[config.mk]
export PLATFORM = sky130hd
export DESIGN_NAME = div_top
export DESIGN_NICKNAME = d
export VERILOG_FILES = /design/src/hw/div_ctl_pkg.sv /design/src/hw/div_op_pkg.sv /design/src/hw/div_top.sv /design/src/hw/div_result_fix.sv /design/src/hw/div_iter_core.sv /design/src/hw/div_smallnum.sv /design/src/hw/div_operand_capture.sv
export VERILOG_INCLUDE_DIRS = /design/src /design/src/include
export SDC_FILE = /design/constraint.sdc
export NUM_CORES = 1
export LEC_CHECK = 0
export ABC_AREA = 0
export BUFFER_PORTS_ARGS = -buffer_cell sky130_fd_sc_hd__buf_2
export CAP_MARGIN = 20
export CORE_ASPECT_RATIO = 0.9
export CORE_MARGIN = 2
export CORE_UTILIZATION = 62
export DETAILED_ROUTE_END_ITERATION = 8
export PLACE_DENSITY = 0.82
export SLEW_MARGIN = 25
export SYNTH_ARGS = -nofsm -noshare
export SYNTH_HDL_FRONTEND = slang
export SYNTH_SLANG_ARGS = --single-unit
[constraint.sdc]
create_clock -name clk -period 7.3 [get_ports clk]
set_clock_uncertainty 0.05 [all_clocks]
set_input_delay 0.73 -clock clk [delete_from_list [all_inputs] [get_ports clk]]
set_output_delay 0.73 -clock clk [all_outputs]
set_load 0.05 [all_outputs]
[src/include/div_cfg.svh]
`ifndef DIV_CFG_SVH
`define DIV_CFG_SVH

// Operand and result width
`define DIV_XLEN 32

`define DIV_CNT_W 6    // Wide enough to count past the last step

// One quotient bit per step, remainder correction follows as an extra step
`define DIV_STEPS 32

`define DIV_SMALL_W 4  // Operand width handled by the fast path

`endif
[src/hw/div_ctl_pkg.sv]
`default_nettype none

package div_ctl_pkg;

  typedef enum logic [1:0] {
    DIV_IDLE    = 2'b00,
    DIV_RUN     = 2'b01,  // One quotient bit per cycle
    DIV_CORRECT = 2'b10,  // Remainder fix-up
    DIV_FINISH  = 2'b11
  } div_state_e;

endpackage

`default_nettype wire

[src/hw/div_op_pkg.sv]
`default_nettype none

package div_op_pkg;

  // Bit 1 picks the remainder, bit 0 marks an unsigned operation
  typedef enum logic [1:0] {
    OP_DIV  = 2'b00,  // Signed quotient
    OP_DIVU = 2'b01,  // Unsigned quotient
    OP_REM  = 2'b10,  // Signed remainder
    OP_REMU = 2'b11   // Unsigned remainder
  } div_op_e;

endpackage

`default_nettype wire

[src/hw/div_top.sv]
`timescale 1ns/1ps
`default_nettype none
`include "div_cfg.svh"

module div_top
  import div_op_pkg::*;
(
  input  logic                 clk,
  input  logic                 rst_n,
  input  logic                 start,
  input  div_op_e              op,
  input  logic [`DIV_XLEN-1:0] dividend,
  input  logic [`DIV_XLEN-1:0] divisor,
  input  logic                 flush,
  input  logic                 fast_disable,
  output logic                 busy,
  output logic                 done,
  output logic                 done_early,
  output logic [`DIV_XLEN-1:0] result
);

  logic                    load;
  logic [`DIV_XLEN-1:0]    q_init;
  logic [`DIV_XLEN:0]      m_init;
  logic                    dividend_neg;
  logic                    divisor_neg;
  logic                    signed_eff;
  logic                    rem_op;
  logic                    small_hit;
  logic [`DIV_SMALL_W-1:0] small_quot;
  logic                    finish;
  logic                    small_sel;
  logic [`DIV_XLEN-1:0]    quot;
  logic [`DIV_XLEN-1:0]    rem_raw;

  div_operand_capture capture_i (
    .clk, .rst_n, .start, .op, .dividend, .divisor, .busy,
    .load, .q_init, .m_init, .dividend_neg, .divisor_neg, .signed_eff, .rem_op
  );

  // Fast path decision during the load cycle
  div_smallnum small_i (
    .clk, .rst_n, .load, .q_init, .m_init, .rem_op, .fast_disable,
    .small_hit, .small_quot
  );

  div_iter_core core_i (
    .clk,
    .rst_n,
    .load,
    .q_init,
    .m_init,
    .divisor_neg,
    .signed_eff,
    .rem_op,
    .small_hit,
    .flush,
    .busy,
    .finish,
    .small_sel,
    .quot,
    .rem_raw
  );

  div_result_fix fix_i (
    .clk, .rst_n, .finish, .small_sel, .quot, .rem_raw, .small_quot,
    .dividend_neg, .divisor_neg, .signed_eff, .rem_op,
    .done, .done_early, .result
  );

endmodule

`default_nettype wire

[src/hw/div_result_fix.sv]
`timescale 1ns/1ps
`default_nettype none
`include "div_cfg.svh"

module div_result_fix (
  input  logic                    clk,
  input  logic                    rst_n,
  input  logic                    finish,
  input  logic                    small_sel,
  input  logic [`DIV_XLEN-1:0]    quot,
  input  logic [`DIV_XLEN-1:0]    rem_raw,
  input  logic [`DIV_SMALL_W-1:0] small_quot,
  input  logic                    dividend_neg,
  input  logic                    divisor_neg,
  input  logic                    signed_eff,
  input  logic                    rem_op,
  output logic                    done,
  output logic                    done_early,
  output logic [`DIV_XLEN-1:0]    result
);

  logic [`DIV_XLEN-1:0] quot_fix;
  logic [`DIV_XLEN-1:0] rem_fix;
  logic [`DIV_XLEN-1:0] result_sel;

  assign quot_fix = (signed_eff & (dividend_neg ^ divisor_neg)) ? -quot : quot;
  assign rem_fix  = (signed_eff & dividend_neg) ? -rem_raw : rem_raw;  // Follows dividend

  always_comb begin
    if (small_sel) begin
      result_sel = {{(`DIV_XLEN - `DIV_SMALL_W){1'b0}}, small_quot};
    end else if (rem_op) begin
      result_sel = rem_fix;
    end else begin
      result_sel = quot_fix;
    end
  end

  always_ff @(posedge clk) begin
    if (!rst_n) begin
      done       <= 1'b0;
      done_early <= 1'b0;
      result     <= '0;
    end else begin
      done       <= finish;
      done_early <= finish & small_sel;
      if (finish) begin
        result <= result_sel;  // Held until the next done
      end
    end
  end

endmodule

`default_nettype wire

[src/hw/div_iter_core.sv]
`timescale 1ns/1ps
`default_nettype none
`include "div_cfg.svh"

module div_iter_core
  import div_ctl_pkg::*;
(
  input  logic                 clk,
  input  logic                 rst_n,
  input  logic                 load,
  input  logic [`DIV_XLEN-1:0] q_init,
  input  logic [`DIV_XLEN:0]   m_init,
  input  logic                 divisor_neg,
  input  logic                 signed_eff,
  input  logic                 rem_op,
  input  logic                 small_hit,
  input  logic                 flush,
  output logic                 busy,
  output logic                 finish,
  output logic                 small_sel,
  output logic [`DIV_XLEN-1:0] quot,
  output logic [`DIV_XLEN-1:0] rem_raw
);

  div_state_e            state;
  div_state_e            state_nxt;
  logic [`DIV_CNT_W-1:0] cnt;
  logic                  flush_q;
  logic                  load_ok;
  logic                  m_neg;
  logic                  add;
  logic [`DIV_XLEN-1:0]  dividend_abs;
  logic [`DIV_XLEN-1:0]  q_q;
  logic [`DIV_XLEN-1:0]  q_cur;
  logic [`DIV_XLEN:0]    a_q;
  logic [`DIV_XLEN:0]    a_cur;
  logic [`DIV_XLEN:0]    a_shift;
  logic [`DIV_XLEN:0]    a_step;
  logic [`DIV_XLEN:0]    a_corr;

  assign load_ok = load & ~flush_q;  // Flush in the start cycle kills the load
  assign m_neg   = divisor_neg & signed_eff;

  assign dividend_abs = (signed_eff & q_init[`DIV_XLEN-1]) ? -q_init : q_init;

  // First step runs straight off the captured operands
  assign a_cur = load ? '0 : a_q;
  assign q_cur = load ? dividend_abs : q_q;

  // Add on negative partial remainder, swapped when the divisor is negative
  assign add     = a_cur[`DIV_XLEN] ^ m_neg;
  assign a_shift = {a_cur[`DIV_XLEN-1:0], q_cur[`DIV_XLEN-1]};
  assign a_step  = add ? a_shift + m_init : a_shift - m_init;
  assign a_corr  = m_neg ? a_q - m_init : a_q + m_init;  // Adds back |divisor|

  always_comb begin
    state_nxt = state;
    case (state)
      DIV_IDLE: begin
        if (load_ok) begin
          state_nxt = small_hit ? DIV_FINISH : DIV_RUN;
        end
      end
      DIV_RUN: begin
        if (cnt == `DIV_CNT_W'(`DIV_STEPS - 1)) begin
          state_nxt = rem_op ? DIV_CORRECT : DIV_FINISH;
        end
      end
      DIV_CORRECT: state_nxt = DIV_FINISH;
      default:     state_nxt = DIV_IDLE;
    endcase
    if (flush) begin
      state_nxt = DIV_IDLE;
    end
  end

  always_ff @(posedge clk) begin
    if (!rst_n) begin
      state     <= DIV_IDLE;
      cnt       <= '0;
      flush_q   <= 1'b0;
      small_sel <= 1'b0;
    end else begin
      state   <= state_nxt;
      flush_q <= flush;
      if (load_ok) begin
        cnt       <= `DIV_CNT_W'(1);  // Load cycle does step one
        small_sel <= small_hit;
      end else if (state == DIV_RUN) begin
        cnt <= cnt + 1'b1;
      end
    end
  end

  always_ff @(posedge clk) begin
    if (load_ok || (state == DIV_RUN)) begin
      a_q <= a_step;
      q_q <= {q_cur[`DIV_XLEN-2:0], ~a_step[`DIV_XLEN]};
    end else if ((state == DIV_CORRECT) && a_q[`DIV_XLEN]) begin
      a_q <= a_corr;
    end
  end

  assign busy    = load_ok | (state != DIV_IDLE);
  assign finish  = (state == DIV_FINISH);
  assign quot    = q_q;
  assign rem_raw = a_q[`DIV_XLEN-1:0];

endmodule

`default_nettype wire

[src/hw/div_smallnum.sv]
`timescale 1ns/1ps
`default_nettype none
`include "div_cfg.svh"

module div_smallnum (
  input  logic                    clk,
  input  logic                    rst_n,
  input  logic                    load,
  input  logic [`DIV_XLEN-1:0]    q_init,
  input  logic [`DIV_XLEN:0]      m_init,
  input  logic                    rem_op,
  input  logic                    fast_disable,
  output logic                    small_hit,
  output logic [`DIV_SMALL_W-1:0] small_quot
);

  logic                    fits;
  logic [`DIV_SMALL_W-1:0] lut_quot;

  // Small restoring divide, flattens into a 256 entry table
  function automatic logic [`DIV_SMALL_W-1:0] small_div(
    input logic [`DIV_SMALL_W-1:0] n,
    input logic [`DIV_SMALL_W-1:0] d
  );
    logic [`DIV_SMALL_W:0]   r;
    logic [`DIV_SMALL_W-1:0] q;
    r = '0;
    q = '0;
    for (int i = `DIV_SMALL_W - 1; i >= 0; i--) begin
      r = {r[`DIV_SMALL_W-1:0], n[i]};
      if (r >= {1'b0, d}) begin
        r    = r - {1'b0, d};
        q[i] = 1'b1;
      end
    end
    return q;
  endfunction

  // Negative signed operands fail this check
  assign fits = (q_init[`DIV_XLEN-1:`DIV_SMALL_W] == '0) &&
                (m_init[`DIV_XLEN:`DIV_SMALL_W] == '0);

  assign small_hit = load & ~rem_op & ~fast_disable & (m_init != '0) &
                     (fits | (q_init == '0));

  // Low divisor nibble is zero only for a zero dividend here
  assign lut_quot = (m_init[`DIV_SMALL_W-1:0] == '0) ? '0 :
                    small_div(q_init[`DIV_SMALL_W-1:0], m_init[`DIV_SMALL_W-1:0]);

  always_ff @(posedge clk) begin
    if (!rst_n) begin
      small_quot <= '0;
    end else if (small_hit) begin
      small_quot <= lut_quot;
    end
  end

endmodule

`default_nettype wire

[src/hw/div_operand_capture.sv]
`timescale 1ns/1ps
`default_nettype none
`include "div_cfg.svh"

module div_operand_capture
  import div_op_pkg::*;
(
  input  logic                 clk,
  input  logic                 rst_n,
  input  logic                 start,
  input  div_op_e              op,
  input  logic [`DIV_XLEN-1:0] dividend,
  input  logic [`DIV_XLEN-1:0] divisor,
  input  logic                 busy,
  output logic                 load,
  output logic [`DIV_XLEN-1:0] q_init,
  output logic [`DIV_XLEN:0]   m_init,
  output logic                 dividend_neg,
  output logic                 divisor_neg,
  output logic                 signed_eff,
  output logic                 rem_op
);

  logic accept;
  logic op_signed;
  logic op_rem;

  assign accept    = start & ~busy;  // Starts while busy are dropped
  assign op_signed = (op == OP_DIV) || (op == OP_REM);
  assign op_rem    = (op == OP_REM) || (op == OP_REMU);

  always_ff @(posedge clk) begin
    if (!rst_n) begin
      load <= 1'b0;
    end else begin
      load <= accept;
    end
  end

  // Operands and flags stay put for the whole operation
  always_ff @(posedge clk) begin
    if (accept) begin
      q_init       <= dividend;
      m_init       <= {op_signed & divisor[`DIV_XLEN-1], divisor};
      dividend_neg <= dividend[`DIV_XLEN-1];
      divisor_neg  <= divisor[`DIV_XLEN-1];
      // Divide by zero runs unsigned, gives all ones and the dividend back
      signed_eff   <= op_signed & (divisor != '0);
      rem_op       <= op_rem;
    end
  end

endmodule

`default_nettype wire

[Word-level counts from Yosys, hierarchy flattened]
Index checks and enable logic that the tools add are counted.
Widths: inputs -> output; s select.
Storage, ports and cells
  register bits after elaboration: 183
Cells by class
  mux-type cells: 26
  reductions and logical operators: 19
  equality and inequality tests: 8
  $add $sub $neg: 11
  order comparisons: 4
  bitwise logic cells: 23
Operators with widths (count)
  $mux 32: 6
  $mux 33: 5
  $neg 32->32: 3
  $add 33x33->33: 2
  $sub 33x33->33: 2
  $reduce_bool 33->1: 1
  $logic_not 32->1: 1
  $reduce_bool 32->1: 1
  $logic_not 29->1: 1
  $logic_not 28->1: 1
  $mux 4: 4
  $ge 5x4->1: 3
  $and 1x1->1: 13
  $eq 2x2->1 const B: 4
  $sub 4x4->4: 2
  $mux 1: 7
  $add 6x1->6 const B: 1
  $eq 6x5->1 const B: 1
  $mux 2: 3
  $not 1->1: 6
  $pmux 2 s3: 1
  $reduce_bool 2->1: 3
  $ge 1x4->1: 1
  $logic_not 2->1: 2
  10 further kinds: 17

[Longest topological paths before layout]
  depth in word-level cells: 9
  mapped depth: 30
  mapped depth without buffers: 30

[By module]
From an unflattened synthesis, not the netlist that was laid out.
Second synthesis, totals
  cells, all modules: 1695
  area total of the unflattened synthesis: 14800.4 µm²
By module, submodules not included
  div_iter_core: instances 1, cells an instance 1129, area an instance 8899.8 µm²
  div_result_fix: instances 1, cells an instance 356, area an instance 2813.9 µm²
  div_operand_capture: instances 1, cells an instance 85, area an instance 2142.1 µm²
  div_smallnum: instances 1, cells an instance 125, area an instance 944.7 µm²

[Least setup slack after synthesis]
Ideal clock, no wire load.
  path kind: reg2reg
  from: register capture_i.m_init[0]
  to: register small_i.small_quot[0]
  setup slack: 2000 ps
  required time: 7135 ps
  path buffers: 0
  period minus slack after synthesis: 5300 ps
  arrival: 5135 ps
  stages on the path, launching flop included: 29
  cell sequence: edfxtp_1 ha_1 nor2b_1 o21ai_1 nor2_1 a21oi_1 inv_1 ha_1 nor2b_1 o21ai_0 nand3b_1 a211oi_2 mux2_2 inv_1 ha_1 nor2b_1 o21ai_0 nand2b_1 nand2_1 nand3_1 nor2_1 a21oi_1 ha_1 a21o_1 a21oi_1 nor2b_1 a311oi_1 o22ai_1 and2_1
Between the ends
  cells in the longest elaborated chain, start to end: 9
  elaborated cells on any way between the ends: 16
  those cells by class: 3 x add/sub; 4 x order compare; 5 x mux; 2 x bitwise; 2 x reduce/logical
RTL lines
  start, declared: RTL line div_operand_capture.sv:17  | output logic [`DIV_XLEN:0] m_init,
  start signal, assigned: RTL line div_operand_capture.sv:44  | m_init <= {op_signed & divisor[`DIV_XLEN-1], divisor};
  $sub 1x4->4 / $ge 1x4->1 (equally long branches): RTL line div_smallnum.sv:32, div_smallnum.sv:31
  $mux 4: RTL line div_smallnum.sv:31  | if (r >= {1'b0, d}) begin
  $sub 4x4->4 / $ge 5x4->1 (equally long branches): RTL line div_smallnum.sv:32, div_smallnum.sv:31
  $mux 4: RTL line div_smallnum.sv:31
  $sub 4x4->4 / $ge 5x4->1 (equally long branches): RTL line div_smallnum.sv:32, div_smallnum.sv:31
  $mux 4: RTL line div_smallnum.sv:31
  $ge 5x4->1: RTL line div_smallnum.sv:31
  $mux 1: RTL line div_smallnum.sv:31
  $mux 4: RTL line div_smallnum.sv:47  | assign lut_quot = (m_init[`DIV_SMALL_W-1:0] == '0) ? '0 :
  end signal, assigned: RTL line div_smallnum.sv:54  | small_quot <= lut_quot;
  end, declared: RTL line div_smallnum.sv:14  | output logic [`DIV_SMALL_W-1:0] small_quot
Parallel ways exist; a longest one is shown, timed or not.
A chain may end at the register's enable or synchronous reset.

[Worst setup path after layout]
  from: register capture_i.m_init[1]
  to: register small_i.small_quot[0]
Same word-level chain as after synthesis.

==> impl_metrics.env <==
export IMPL_run_status="complete, no violations"
export IMPL_detailedRoute_firstIterationViolations=1413
export IMPL_layoutNonFillerInstCount=1990
export IMPL_detailed_router_iteration_count_before_antenna_repair=6
export IMPL_die_width_microns=163
export IMPL_drc_errors=0
export IMPL_design_core_area_sq_um=22400
export IMPL_clock_sinks=181
export IMPL_dpl_cell_count=1958
export IMPL_nFillCells=1769
export IMPL_ctsHoldBuffers=0
export IMPL_period_needed_ns=6.04
export IMPL_grt_pass1_vias=11500
export IMPL_final_hold_viol_count=0
export IMPL_cts_clk_slew_worst_paths_ns=0.08
export IMPL_gr_util_all_layers=0.332
export IMPL_fmax_ghz=0.166
export IMPL_cts_repair_resize_count=0
export IMPL_globalplace_congestion=0.960
export IMPL_cts_tree="built"
export IMPL_cts_made_buffers=17
export IMPL_initial_core_util=0.629
export IMPL_crit_buf_inv=3
export IMPL_wirelength_microns=39400
export IMPL_final_period_utilization=0.828
export IMPL_drive_above_1_share=0.112
export IMPL_p_leak_nw=6.13
export IMPL_cp_start_kind="register"
export IMPL_worst_path_max_fanout=7
export IMPL_grt_start_max_net_pins=99
export IMPL_die_area_sq_um=23900
export IMPL_rsz0062_at_grt="no"
export IMPL_dominant_cell_type_by_count_on_the_critical_path="sky130_fd_sc_hd__ha_1"
export IMPL_area_post_placement_sq_um=14800
export IMPL_setup_worst_path_end_class="register"
export IMPL_grt_antenna_before_repair=0
export IMPL_top_level_ports=106
export IMPL_route_antenna_remaining_nets=0
export IMPL_root_buffer="sky130_fd_sc_hd__clkbuf_16"
export IMPL_grt_pass1_wl_microns=61900
export IMPL_setup_total_negative_slack_ns=0
export IMPL_yosys_warnings=0
export IMPL_postCtsSetupRepairBufs=0
export IMPL_routed_wire_length_per_instance_microns=19.8
export IMPL_design_area_sq_um=15400
export IMPL_grt_overflow=0
export IMPL_power_density_nw_per_um2=277
export IMPL_synth_edf_count=132
export IMPL_crit_required_ns=7.59
export IMPL_num_antenna_cells=0
export IMPL_via_count=12500
export IMPL_netlist_instances=1607
export IMPL_worst_skew_pair_late_latency_ns=0.45
export IMPL_max_rail_drop_vdd_mv=0.142
export IMPL_number_of_flip_flops_and_latches_in_the_synthesized_netlist=181
export IMPL_vias_per_cell=6.29
export IMPL_syn_area_sq_um=14100
export IMPL_ys_seq_area_frac=0.351
export IMPL_ctsHtreeMaxLevel=4
export IMPL_worstSetupPathType="reg -> reg"
export IMPL_dpl_hpwl_microns=29200
export IMPL_relSlewSlack=0.286
export IMPL_cp_slowest_cell="sky130_fd_sc_hd__edfxtp_1"
export IMPL_layout_core_utilization=0.689
export IMPL_place_ws_ns=1.29
export IMPL_hold_path_class="in -> reg"
export IMPL_synthToLayoutAreaGrowth_pct=9.56
export IMPL_clockBufferDepth=2
export IMPL_tightestPinTransition_ns=1.07
export IMPL_synth_cell_type_count=75
export IMPL_placementRows=52
export IMPL_final_max_slew_violation_count=0
export IMPL_critPathArrivalTime_ns=6.33
export IMPL_final_setup_worst_slack_ns=1.26
export IMPL_num_nets_final=1843
export IMPL_setup_viol_count_final=0
export IMPL_syn_avg_cell_area_sq_um=8.76
export IMPL_drv_max_cap_violation_count=0
export IMPL_mappedNetlistNets=1770
export IMPL_ys_async_sr_fraction=0
export IMPL_max_stage_delay_on_crit_path_ns=0.53
export IMPL_place_port_buffers=105
export IMPL_dominant_synthesized_flop_cell="sky130_fd_sc_hd__edfxtp_1"
export IMPL_fp_dieH_microns=147
export IMPL_delay_heaviest_family_cp="compound AO/OA/AOI/OAI gates"
## cell type report
type	instances	area (sq um)	share of cell area
inverter	67	251	0.0163
multi-input combinational	1296	8630	0.559
tap	297	372	0.0241
sequential	181	4950	0.321
clock inverter	15	188	0.0122
clock buffer	17	425	0.0276
timing repair buffer	117	616	0.0399
## cell usage in the layout (no fill, tap or decap), types with 10 or more instances in the layout
master                        n
sky130_fd_sc_hd__a21oi_1    156
sky130_fd_sc_hd__or3_1       21
sky130_fd_sc_hd__a211oi_1    15
sky130_fd_sc_hd__nor2b_1     49
sky130_fd_sc_hd__o31ai_1     18
sky130_fd_sc_hd__and3_1      10
sky130_fd_sc_hd__buf_4       12
sky130_fd_sc_hd__or4_1       10
sky130_fd_sc_hd__and2_1      33
sky130_fd_sc_hd__nand2b_1    23
sky130_fd_sc_hd__o21a_1      11
sky130_fd_sc_hd__nor4_1      25
sky130_fd_sc_hd__buf_2      105
sky130_fd_sc_hd__mux2i_1     14
sky130_fd_sc_hd__ha_1        88
sky130_fd_sc_hd__a31oi_1     14
sky130_fd_sc_hd__xor2_1      93
sky130_fd_sc_hd__inv_1       65
sky130_fd_sc_hd__nor3_1      25
sky130_fd_sc_hd__nand2_1    114
sky130_fd_sc_hd__o21ai_0     93
sky130_fd_sc_hd__xnor2_1    116
sky130_fd_sc_hd__o22ai_1     21
sky130_fd_sc_hd__a21o_1      19
sky130_fd_sc_hd__a22o_1      10
sky130_fd_sc_hd__clkbuf_16   17
sky130_fd_sc_hd__nor2_1     177
sky130_fd_sc_hd__edfxtp_1   132
sky130_fd_sc_hd__nand3_1     15
sky130_fd_sc_hd__dfxtp_1     48
## worst paths after layout
check / from / to / slack, ns / depth (start not counted)
setup / recovery: capture_i.m_init[1] / small_i.small_quot[0] / 1.26 / 28
hold / removal: dividend[9] / capture_i.q_init[9] / 0.40 / 1
setup reg to reg: capture_i.m_init[1] / small_i.small_quot[0] / 1.26 / 28
hold reg to reg: fix_i.result[2] / fix_i.result[2] / 0.43 / 1
## worst register-to-register path, delay by kind of cell, from the launching register on
family,cells,cell delay (ns)
AO/OA/AOI/OAI,10,2.20
multiplexers,1,0.44
adder cells (fa/ha/maj),4,1.05
AND/OR/NAND/NOR,10,1.30
buffers and inverters,3,0.38
flip-flops,1,0.53
## power by group
group | leakage, nW | total, mW | internal (mW) | switching (mW)
Clock | 0.298 | 0.979 | 0.521 | 0.458
Combinational | 4.19 | 1.91 | 0.787 | 1.12
Sequential | 1.64 | 1.38 | 1.24 | 0.135
## synth_stat cells, types with 6 or more instances
cell type | instances | area, sq um
sky130_fd_sc_hd__nand3_1 | 15 | 75.1
sky130_fd_sc_hd__edfxtp_1 | 132 | 3960
sky130_fd_sc_hd__xnor2_1 | 116 | 1020
sky130_fd_sc_hd__dfxtp_1 | 49 | 981
sky130_fd_sc_hd__o211ai_1 | 8 | 60.1
sky130_fd_sc_hd__nor4_1 | 26 | 163
sky130_fd_sc_hd__a22o_1 | 10 | 87.6
sky130_fd_sc_hd__o41ai_1 | 9 | 78.8
sky130_fd_sc_hd__o22ai_1 | 21 | 131
sky130_fd_sc_hd__a31oi_1 | 14 | 87.6
sky130_fd_sc_hd__inv_1 | 66 | 248
sky130_fd_sc_hd__or3_1 | 21 | 131
sky130_fd_sc_hd__nor3_1 | 25 | 125
sky130_fd_sc_hd__nand4_1 | 9 | 56.3
sky130_fd_sc_hd__o21bai_1 | 9 | 67.6
sky130_fd_sc_hd__mux2i_1 | 14 | 140
sky130_fd_sc_hd__nor2b_1 | 50 | 313
sky130_fd_sc_hd__o21a_1 | 11 | 82.6
sky130_fd_sc_hd__xor2_1 | 93 | 815
sky130_fd_sc_hd__nor2_1 | 177 | 664
sky130_fd_sc_hd__and3_1 | 11 | 68.8
sky130_fd_sc_hd__and2_1 | 33 | 206
sky130_fd_sc_hd__clkbuf_1 | 52 | 195
sky130_fd_sc_hd__o31ai_1 | 18 | 135
sky130_fd_sc_hd__nand2b_1 | 23 | 144
sky130_fd_sc_hd__a21oi_1 | 156 | 781
sky130_fd_sc_hd__ha_1 | 88 | 1100
sky130_fd_sc_hd__a211o_1 | 6 | 52.6
sky130_fd_sc_hd__o21ai_0 | 93 | 465
sky130_fd_sc_hd__or2_2 | 9 | 56.3
sky130_fd_sc_hd__nor3b_1 | 6 | 45.0
sky130_fd_sc_hd__a211oi_1 | 15 | 113
sky130_fd_sc_hd__nand2_1 | 115 | 432
sky130_fd_sc_hd__a21o_1 | 19 | 143
sky130_fd_sc_hd__buf_1 | 8 | 30.0
sky130_fd_sc_hd__or4_1 | 10 | 75.1
## stage by stage
step	hold slack, ns	total power, mW
after floorplan	0.405	2.79
after global placement	0.411	3.19
after detailed placement	0.409	3.24
after CTS	0.396	4.23
after global routing	0.391	4.51
final	0.402	4.27
## cell families after synthesis
family                     share of synthesized area
muxes                                         0.0126
xor gates and xnor gates                       0.130
and+or+nand+nor                                0.203
adders and majority gates                     0.0839
buffers and inverters                         0.0369
DFF                                            0.351
AOI/OAI and AO/OA                              0.182
## metal layers
layer / GRT usage / share of wire / routed length [microns] / vias up
met3: 0.0601 / 0.094 / 3700 / 70
li1: - / - / - / 5928
met5: 0 / 0 / 0 / -
met4: 0.0770 / 0.023 / 918 / 0
met1: 0.478 / 0.43 / 17100 / 5898
met2: 0.523 / 0.45 / 17700 / 615
## flip-flops by register name, indices dropped and copies added (netlist names), 2 cells and up
register	cells
small_i.small_quot	4
core_i.quot	32
capture_i.m_init	33
core_i.a_q	33
core_i.cnt	6
capture_i.q_init	31
fix_i.result	32
core_i.state	2
Power figures use the tool's default switching activity.
